[src/rtl/tm_pkg.sv]
`default_nettype none

package tm_pkg;

	// template geometry.
	localparam int TMPL_ROWS   = 16;	// pixel rows per template.
	localparam int TMPL_COLS   = 4;		// memory words per row.
	localparam int TMPL_WORDS  = 64;	// pixel words per template.
	localparam int PX_PER_WORD = 4;		// 8-bit pixels packed in one word.

	localparam int AVG_ADDR = 0;		// word holding the average, pixels follow.

	typedef logic [6:0] mem_addr_t;
	typedef logic [3:0] row_t;
	typedef logic [1:0] col_t;
	typedef logic [5:0] beat_idx_t;		// row * 4 + col.

	typedef logic signed [8:0] tmpl_px_t;	// pixel minus average.

	// pixel 0 sits in the low bits, as byte 0 does in memory.
	typedef struct packed {
		tmpl_px_t px3;
		tmpl_px_t px2;
		tmpl_px_t px1;
		tmpl_px_t px0;
	} tmpl_word_t;

	typedef struct packed {
		logic       wr;		// store write strobe.
		beat_idx_t  idx;	// destination word.
		tmpl_word_t word;	// four zero-mean pixels.
	} tmpl_beat_t;

	// 256 products below 2^16 in magnitude fit in 26 signed bits.
	typedef logic signed [25:0] score_t;

	typedef enum logic [1:0] {
		INIT,
		LOAD,
		PROC
	} handler_state_t;

endpackage : tm_pkg

`default_nettype wire

[src/rtl/patch_correlator.sv]
`timescale 1ns/1ns
`default_nettype none

module patch_correlator (
	input  logic               clk,
	input  logic               rst_n,
	input  logic               ack,
	input  logic               done,
	input  logic               pix_valid,
	input  logic [31:0]        pix_data,
	output tm_pkg::beat_idx_t  rd_idx,
	input  tm_pkg::tmpl_word_t rd_word,
	output tm_pkg::score_t     score,
	output logic               score_valid
);
	import tm_pkg::*;

	logic                         loaded;		// a full template is in the store.
	beat_idx_t                    beat_cnt;
	score_t                       acc;
	score_t                       beat_sum;
	logic                         accept;
	logic                         last_beat;
	tmpl_px_t [PX_PER_WORD-1:0]   tpx;
	logic signed [17:0]           prod [PX_PER_WORD];

	assign tpx       = rd_word;
	assign rd_idx    = beat_cnt;
	assign accept    = loaded & pix_valid & ~ack;
	assign last_beat = (beat_cnt == beat_idx_t'(TMPL_WORDS - 1));

	// signed template pixel times unsigned image pixel.
	always_comb begin
		beat_sum = '0;
		for (int i = 0; i < PX_PER_WORD; i++) begin
			prod[i]  = tpx[i] * $signed({1'b0, pix_data[8*i +: 8]});
			beat_sum = beat_sum + score_t'(prod[i]);
		end
	end

	always_ff @(posedge clk or negedge rst_n) begin
		if (!rst_n) begin
			loaded <= 1'b0;
		end else if (ack) begin
			loaded <= 1'b0;	// store is being rewritten.
		end else if (done) begin
			loaded <= 1'b1;
		end
	end

	// a reload drops any partial patch.
	always_ff @(posedge clk or negedge rst_n) begin
		if (!rst_n) begin
			beat_cnt    <= '0;
			acc         <= '0;
			score_valid <= 1'b0;
		end else begin
			score_valid <= 1'b0;
			if (ack) begin
				beat_cnt <= '0;
				acc      <= '0;
			end else if (accept) begin
				beat_cnt <= beat_cnt + 1'b1;	// wraps to the next patch.
				if (last_beat) begin
					acc         <= '0;
					score_valid <= 1'b1;
				end else begin
					acc <= acc + beat_sum;
				end
			end
		end
	end

	always_ff @(posedge clk) begin
		if (accept && last_beat) begin
			score <= acc + beat_sum;
		end
	end

endmodule : patch_correlator

`default_nettype wire

[config.mk]
export PLATFORM = sky130hd
export DESIGN_NAME = patch_correlator
export DESIGN_NICKNAME = d
export VERILOG_FILES = /design/src/rtl/tm_pkg.sv /design/src/rtl/patch_correlator.sv
export SDC_FILE = /design/constraint.sdc
export NUM_CORES = 1
export LEC_CHECK = 0
export CORE_UTILIZATION = 28
export CTS_BUF_LIST = sky130_fd_sc_hd__clkbuf_8 sky130_fd_sc_hd__clkbuf_16
export CTS_CLUSTER_DIAMETER = 40
export DETAILED_ROUTE_END_ITERATION = 6
export DONT_BUFFER_PORTS = 1
export PLACE_DENSITY = 0.41
export SYNTH_ARGS = -nofsm -noshare
export SYNTH_HDL_FRONTEND = slang
export SYNTH_SLANG_ARGS = --single-unit
[constraint.sdc]
create_clock -name clk -period 9.15 [get_ports clk]
set_input_delay 1.3725 -clock clk [delete_from_list [all_inputs] [get_ports clk]]
set_output_delay 1.3725 -clock clk [all_outputs]
set_load 0.05 [all_outputs]
==> reports/summary.txt, run 1 <==
Status: finished clean
Clk_lat worst skew: 330 ps
Flip-flop and latch count after synthesis: 60
Die X: 240 um
Mean Syn Cell Area: 10.1 um^2
Worst-path fanout max: 11
Reg clk slew, reported paths: 50 ps
Critical Path End Type: register
Ports: 106
CP Class: input pin to register
CTS Root Cell: clkbuf_16
WL/cell: 16.8 um
H-tree depth: 3
Initial core utilization: 28.6%
Die footprint: 57700 um^2
Vias: 9951
Yosys cell types: 53
Residual DRC: 0
Vias/cell: 4.30
Startpoint Class: input pin
Register area share after synthesis: 10.3%
Core Area: 55500 um^2
Footprint of the multi-input gates: 12500 um^2
FMAX: 125 MHz
Num rows: 86
First-pass GRT wire length: 63400 um
Gr ovfl total: 0
DP Area: 16800 um^2
Height of the die: 240 um
Slew Limit Headroom: 55.2%
List of most frequent post-synthesis cells: inv_1, fa_1, and2_1, ha_1, nand2_1
Setup TNS: 0 ps
Clk buf depth: 2
Area grow syn2layout: 7.40%
RSZ-0062 raised after global routing: no
Req. time, crit path: 9360 ps
Cell area after synthesis: 15900 um^2
Final Max Tran Viols: 0
Most frequent cell after synthesis: inv_1
Reg area: 1630 um^2
DR pass1 iterations: 4
Top post-synthesis cells by area: fa_1, ha_1, inv_1
Worst-margin pin slew: 670 ps
Routability cong.: 0.835
Largest net degree at the start of global routing: 35
Synth Flop Type: dfrtp_1
Fin nets: 2154
Final setup viols: 0
CTS sink count: 60
Final WL: 38900 um
# fillers: 5852
Crit path DAT: 8230 ps
Initial antenna violation count: 0
YS warnings: 0
Clock Skews: 12.0 ps
ANT nets after route: 0
Layout cells sized above 1: 1.79%
Ys async rst share: 56.7%
Hold Crit Class: register to register
Fin area: 17100 um^2
Finished Core Util: 30.7%
Iteration-0 DRC Markers: 370
Area leader, netlist: fa_1
I/O Buffers: 0
Hold buffer count at cts: 0
Detailed placement HPWL: 36000 um
Top cell type's share of synthesized area: 48.3%
Vias in the first global route: 11100
Final min period: 8020 ps
Max Cap Violations: 0
Fin crit share: 87.7%
Final Hold Viols: 0
Gr usage total: 14.5%
Cts repair resizes: 0
Net Count, Synth: 2164
Postcts setup bufs: 0
EDFF count, synth: 26
CTS tree: built
Syn Inst Count: 1570
CTS Buf Count: 9
path summary, 6_finish.rpt:
check                           to  cells past startpoint  slack [ps]   startpoint
max reg2reg                acc[20]                     14        4290       acc[7]
max                        acc[23]                     24        1130  rd_word[17]
max in group asynchronous   acc[3]                      0        8300        rst_n
min                         acc[1]                      1         500       acc[1]
min reg2reg                 acc[1]                      1         500       acc[1]
min in group asynchronous  acc[24]                      0         740        rst_n
kinds of logic after synthesis:
kind of cell,count (synthesis),synth area share (%)
fa+ha+maj,521,59.2
buf+inv,473,11.2
mux,4,0.252
compound gates,98,4.48
xor+xnor,41,2.26
flops,60,10.3
simple gates,373,12.4
metrics by stage:
step / setup WS [ps] / cells / hold slack [ps]
2_1_floorplan: 1140 / 1570 / 456
3_3_place_gp: 899 / 2297 / 496
3_5_place_dp: 729 / 2297 / 495
4_1_cts: 1050 / 2313 / 511
5_1_grt: 727 / 2313 / 516
6_report: 1130 / 2314 / 503
registers in the layout, indices dropped and copies added (netlist names):
| register | cells |
|---|---|
| acc | 26 |
| score | 26 |
| rd_idx | 6 |
| loaded | 1 |
| score_valid | 1 |
layout by cell type, fill, tap and decap left out, types with 6 or more instances in the layout:
cell,Yosys,routed
xnor2_1,24,24
a21o_1,9,9
nand2_1,123,123
o21ai_0,6,6
a22o_1,24,24
edfxtp_1,26,26
clkbuf_16,0,9
fa_1,383,383
xor2_1,17,17
and2_1,189,189
dfrtp_1,34,34
a21oi_1,28,28
inv_1,449,450
nor2_1,25,24
ha_1,138,138
metal layers:
metal,routed length [um],GRT usage [%],share of wire (%)
met5,0,0,0
met4,342,1.66,0.88
met3,1430,1.66,3.7
met2,20700,26.0,53
met1,16400,19.2,42
critical path, stage by stage:
cell,delay (ps)
nand2_1,120
inv_1,110
fa_1,660
ha_1,290
xnor2_1,260
inv_1,160
fa_1,560
inv_1,70
fa_1,500
fa_1,590
inv_1,70
fa_1,540
inv_1,140
fa_1,500
inv_1,50
fa_1,430
ha_1,340
a21o_1,260
nor4b_1,370
nand2_1,110
a211oi_1,260
nor2_1,100
xor2_1,160
a22o_1,200
cell type report:
| type | count | area share, % |
|---|---|---|
| Clock buffer | 10 | 1.40 |
| Sequential cell | 60 | 9.57 |
| Multi-Input combinational cell | 1037 | 73.2 |
| Inverter | 449 | 9.88 |
| Antenna cell | 1 | 0.0147 |
| Clock inverter | 6 | 0.323 |
| Timing Repair Buffer | 3 | 0.132 |
| Tap cell | 748 | 5.49 |
Power of run 1 is left out: the tool's default activity adds up to more than one toggle a clock period on the data nets, which glitch-free logic cannot reach.
==> inputs of run 2 (changes only) <==
--- a/config.mk
+++ b/config.mk
@@ -10,7 +10,7 @@
 export CTS_CLUSTER_DIAMETER = 40
 export DETAILED_ROUTE_END_ITERATION = 6
 export DONT_BUFFER_PORTS = 1
-export PLACE_DENSITY = 0.41
+export PLACE_DENSITY = 0.42
 export SYNTH_ARGS = -nofsm -noshare
 export SYNTH_HDL_FRONTEND = slang
 export SYNTH_SLANG_ARGS = --single-unit
==> reports/summary.txt, run 2 (synthesis gave the netlist of run 1 again) <==
Initial core utilization: 28.6%
M2 GR Usage: 25.6%
Slowest-stage cell, CP: fa_1
Max Cap Violations: 0
Largest net degree at the start of global routing: 35
Clk buf depth: 2
H-tree depth: 3
WL/cell: 16.4 um
Vias in the first global route: 10900
First-pass GRT wire length: 62100 um
CTS tree: built
Commonest non-fill, non-tap cells in the layout: inv_1, fa_1, and2_1
R2r setup slk: 4280 ps
Slew Limit Headroom: 54.9%
Hold Crit Class: register to register
CTS Buf Count: 9
Vias: 9900
Commonest non-fill, non-tap cell in the layout: inv_1
Num rows: 86
Worst reg2reg path depth: 14
RSZ-0062 raised after global routing: no
Worst-path fanout max: 11
Reg clk slew, reported paths: 50 ps
Gr ovfl total: 0
CP Class: input pin to register
Critical hold path startpoint: acc[7]
Startpoint Class: input pin
ANT nets after route: 0
FF-to-FF End: acc[20]
Iteration-0 DRC Markers: 491
Initial antenna violation count: 0
Gr usage total: 14.2%
Final min period: 8070 ps
CTS sink count: 60
Crit path to: acc[23]
Routing usage on met1: 18.6%
Layout cells sized above 1: 1.92%
Clock Skews: 7.85 ps
Largest stage delay, worst path: 670 ps
Hold buffer count at cts: 0
Die X: 240 um
Area grow syn2layout: 7.62%
Final setup viols: 0
Core Area: 55500 um^2
Clk_lat worst skew: 330 ps
Residual DRC: 0
Vias/cell: 4.28
Worst-margin pin slew: 674 ps
CTS Root Cell: clkbuf_16
Setup TNS: 0 ps
# fillers: 5890
Fin crit share: 88.2%
Fin nets: 2154
Grt peak-use layer: met2
DR pass1 iterations: 5
Crit path from: rd_word[17]
Height of the die: 240 um
Footprint of the multi-input gates: 12500 um^2
Final Hold Viols: 0
Cts repair resizes: 0
Postcts setup bufs: 0
I/O Buffers: 0
Critical path cell sequence: nand2_1 -> inv_1 -> fa_1 -> ha_1 -> xnor2_1 -> inv_1 -> fa_1 -> inv_1 -> fa_1 -> fa_1 -> inv_1 -> fa_1 -> inv_1 -> fa_1 -> inv_1 -> fa_1 -> ha_1 -> a21o_1 -> nor4b_1 -> nand2_1 -> a211oi_1 -> nor2_1 -> xor2_1 -> a22o_1
Critical Path End Type: register
Crit path DAT: 8270 ps
Detailed placement HPWL: 35300 um
Final WL: 38000 um
FMAX: 124 MHz
Ant. Diodes: 0
Status: finished clean
Reg area: 1630 um^2
Die footprint: 57700 um^2
Req. time, crit path: 9350 ps
Ports: 106
R2R Path Start: acc[8]
Routing usage on met3: 2.11%
Final Max Tran Viols: 0
Routability cong.: 0.830
Cell mode on critical path: fa_1
[run 2: changes by cell type in the layout (fill, tap and decap cells not counted), sizes merged]
cell / before / now
clkbuf: 10 / 12
clkinv: 3 / 1
clkinvlp: 1 / 2
diode: 1 / 0
inv: 450 / 449
[run 2: how the worst min path moves through the flow]
stage / endpoint / slack, ps / depth (start not counted)
4_1_cts: acc[7] / 510 / 1
3_3_place_gp: acc[7] / 500 / 1
3_5_place_dp: acc[7] / 500 / 1
2_1_floorplan: acc[3] / 460 / 2
5_1_grt: acc[7] / 540 / 1
6_report: acc[7] / 500 / 1
[run 2: through the flow]
| stage | hold slack [ps] | util [%] | std cells | setup slack (ps) | area (um^2) |
|---|---|---|---|---|---|
| finish | 504 | 30.8 | 2313 | 1080 | 17100 |
| global route | 539 | 30.8 | 2313 | 715 | 17100 |
| CTS | 508 | 30.8 | 2313 | 1040 | 17100 |
| detailed placement | 496 | 30.2 | 2297 | 745 | 16800 |
| global placement | 496 | 30.2 | 2297 | 873 | 16800 |
| floorplan | 456 | - | 1570 | 1140 | 15900 |
[run 2: worst max-delay path: cells and delay by family]
family	cells	cell delay, ps
AO/OA/AOI/OAI	3	730
buffers and inverters	6	610
AND/OR/NAND/NOR	4	690
XOR/XNOR	2	430
adder cells (fa/ha/maj)	9	4420
[run 2: area by class of cell]
class	count	area share, %
Multi-Input combinational cell	1037	73.0
Inverter	449	9.86
Sequential cell	60	9.55
Tap cell	748	5.48
Clock buffer	12	1.63
Clock inverter	4	0.315
Timing Repair Buffer	3	0.132
[run 2: metal layers]
layer | share of wire (%) | routed length, um
met5 | 0 | 0
met4 | 0.53 | 201
met3 | 3.7 | 1400
met2 | 53 | 20300
met1 | 42 | 16100
Power of run 2 is left out for the same reason.
==> inputs of run 3 (changes only) <==
--- a/config.mk
+++ b/config.mk
@@ -5,12 +5,12 @@
 export SDC_FILE = /design/constraint.sdc
 export NUM_CORES = 1
 export LEC_CHECK = 0
-export CORE_UTILIZATION = 28
+export CORE_UTILIZATION = 66
 export CTS_BUF_LIST = sky130_fd_sc_hd__clkbuf_8 sky130_fd_sc_hd__clkbuf_16
 export CTS_CLUSTER_DIAMETER = 40
 export DETAILED_ROUTE_END_ITERATION = 6
 export DONT_BUFFER_PORTS = 1
-export PLACE_DENSITY = 0.42
+export PLACE_DENSITY = 0.83
 export SYNTH_ARGS = -nofsm -noshare
 export SYNTH_HDL_FRONTEND = slang
 export SYNTH_SLANG_ARGS = --single-unit
==> reports/summary.txt, run 3 (synthesis gave the netlist of run 1 again) <==
Startpoint Class: input pin
CP Class: input pin to register
Critical hold path startpoint: acc[7]
Vias/cell: 5.57
Initial core utilization: 67.4%
Fin crit share: 88.3%
Routability cong.: 0.922
Core Area: 23500 um^2
Layout cells sized above 1: 1.85%
Reg area: 1630 um^2
Postcts setup bufs: 0
DR pass1 iterations: 5
CTS sink count: 60
Final WL: 34000 um
Reg clk slew, reported paths: 60 ps
Fin nets: 2154
Critical Path End Type: register
Clk_lat worst skew: 330 ps
Ports: 106
Hold depth: 1
Area grow syn2layout: 4.33%
Clock Skews: 4.53 ps
R2r setup slk: 4380 ps
Status: finished clean
Initial antenna violation count: 0
Critical path cell sequence: nand2_1 -> inv_1 -> fa_1 -> ha_1 -> xnor2_1 -> inv_1 -> fa_1 -> inv_1 -> fa_1 -> fa_1 -> inv_1 -> fa_1 -> inv_1 -> fa_1 -> inv_1 -> fa_1 -> ha_1 -> a21o_1 -> nor4b_1 -> nand2_1 -> a211oi_1 -> nor2_1 -> xor2_1 -> a22o_1
Crit path DAT: 8290 ps
Final min period: 8080 ps
Vias in the first global route: 11500
Gr ovfl total: 0
WL/cell: 18.1 um
Max Cap Violations: 0
RSZ-0062 raised after global routing: no
Hold path endpoint: acc[7]
ANT nets after route: 0
Clk buf depth: 2
Cell mode on critical path: fa_1
R2R Path Start: acc[8]
Worst-path fanout max: 11
Die footprint: 24700 um^2
Residual DRC: 0
Ant. Diodes: 0
Worst-margin pin slew: 718 ps
Setup TNS: 0 ps
# fillers: 1733
Req. time, crit path: 9360 ps
Slowest-stage cell, CP: fa_1
Commonest non-fill, non-tap cells in the layout: inv_1, fa_1, and2_1
Commonest non-fill, non-tap cell in the layout: inv_1
Die X: 157 um
CTS Buf Count: 9
Iteration-0 DRC Markers: 726
Worst reg2reg path depth: 14
Slew Limit Headroom: 52.0%
Vias: 10500
CTS tree: built
Final setup viols: 0
H-tree depth: 3
Detailed placement HPWL: 30300 um
Num rows: 56
FMAX: 124 MHz
Height of the die: 157 um
Hold buffer count at cts: 0
Largest stage delay, worst path: 670 ps
Hold Crit Class: register to register
Largest net degree at the start of global routing: 35
FF-to-FF End: acc[24]
Final Hold Viols: 0
Footprint of the multi-input gates: 12500 um^2
Cts repair resizes: 0
I/O Buffers: 0
Gr usage total: 30.4%
First-pass GRT wire length: 56500 um
Final Max Tran Viols: 0
CTS Root Cell: clkbuf_16
run 3: worst max path at each step:
| stage | start | endpoint | depth (start not counted) |
|---|---|---|---|
| after global routing | pix_data[0] | acc[23] | 22 |
| after CTS | pix_data[0] | acc[23] | 22 |
| final | rd_word[17] | acc[23] | 24 |
| after global placement | rd_word[17] | acc[25] | 24 |
| after floorplan | pix_data[1] | acc[25] | 22 |
| after detailed placement | rd_word[17] | acc[23] | 24 |
run 3: cell type report:
| cell class | instances | share of cell area [%] |
|---|---|---|
| sequential | 60 | 9.85 |
| timing repair buffer | 3 | 0.136 |
| clock buffer | 9 | 1.36 |
| inverter | 449 | 10.2 |
| clock inverter | 7 | 0.748 |
| multi-input combinational | 1037 | 75.3 |
| tap | 319 | 2.41 |
run 3: layer usage:
metal / wire length (um) / track usage, % / vias up
li1: - / - / 4588
met1: 12600 / 38.8 / 5414
met2: 17600 / 51.6 / 386
met3: 2200 / 4.90 / 106
met4: 1630 / 12.8 / 0
met5: 0 / 0 / -
run 3: stage by stage:
stage	hold WS, ps	std cells	utilization (%)	setup slack, ps	instance area, um^2
5_1_grt	535	1884	70.4	685	16600
3_3_place_gp	491	1868	68.9	966	16200
3_5_place_dp	500	1868	68.9	835	16200
2_1_floorplan	456	1570	-	1140	15900
6_report	512	1884	70.4	1070	16600
4_1_cts	516	1884	70.4	1110	16600
run 3: worst max-delay path: cells and delay by family:
family / cells / cell delay, ps
compound gates: 3 / 770
xor+xnor: 2 / 410
buf+inv: 6 / 610
simple gates: 4 / 710
fa+ha+maj: 9 / 4400
Power of run 3 is left out for the same reason.
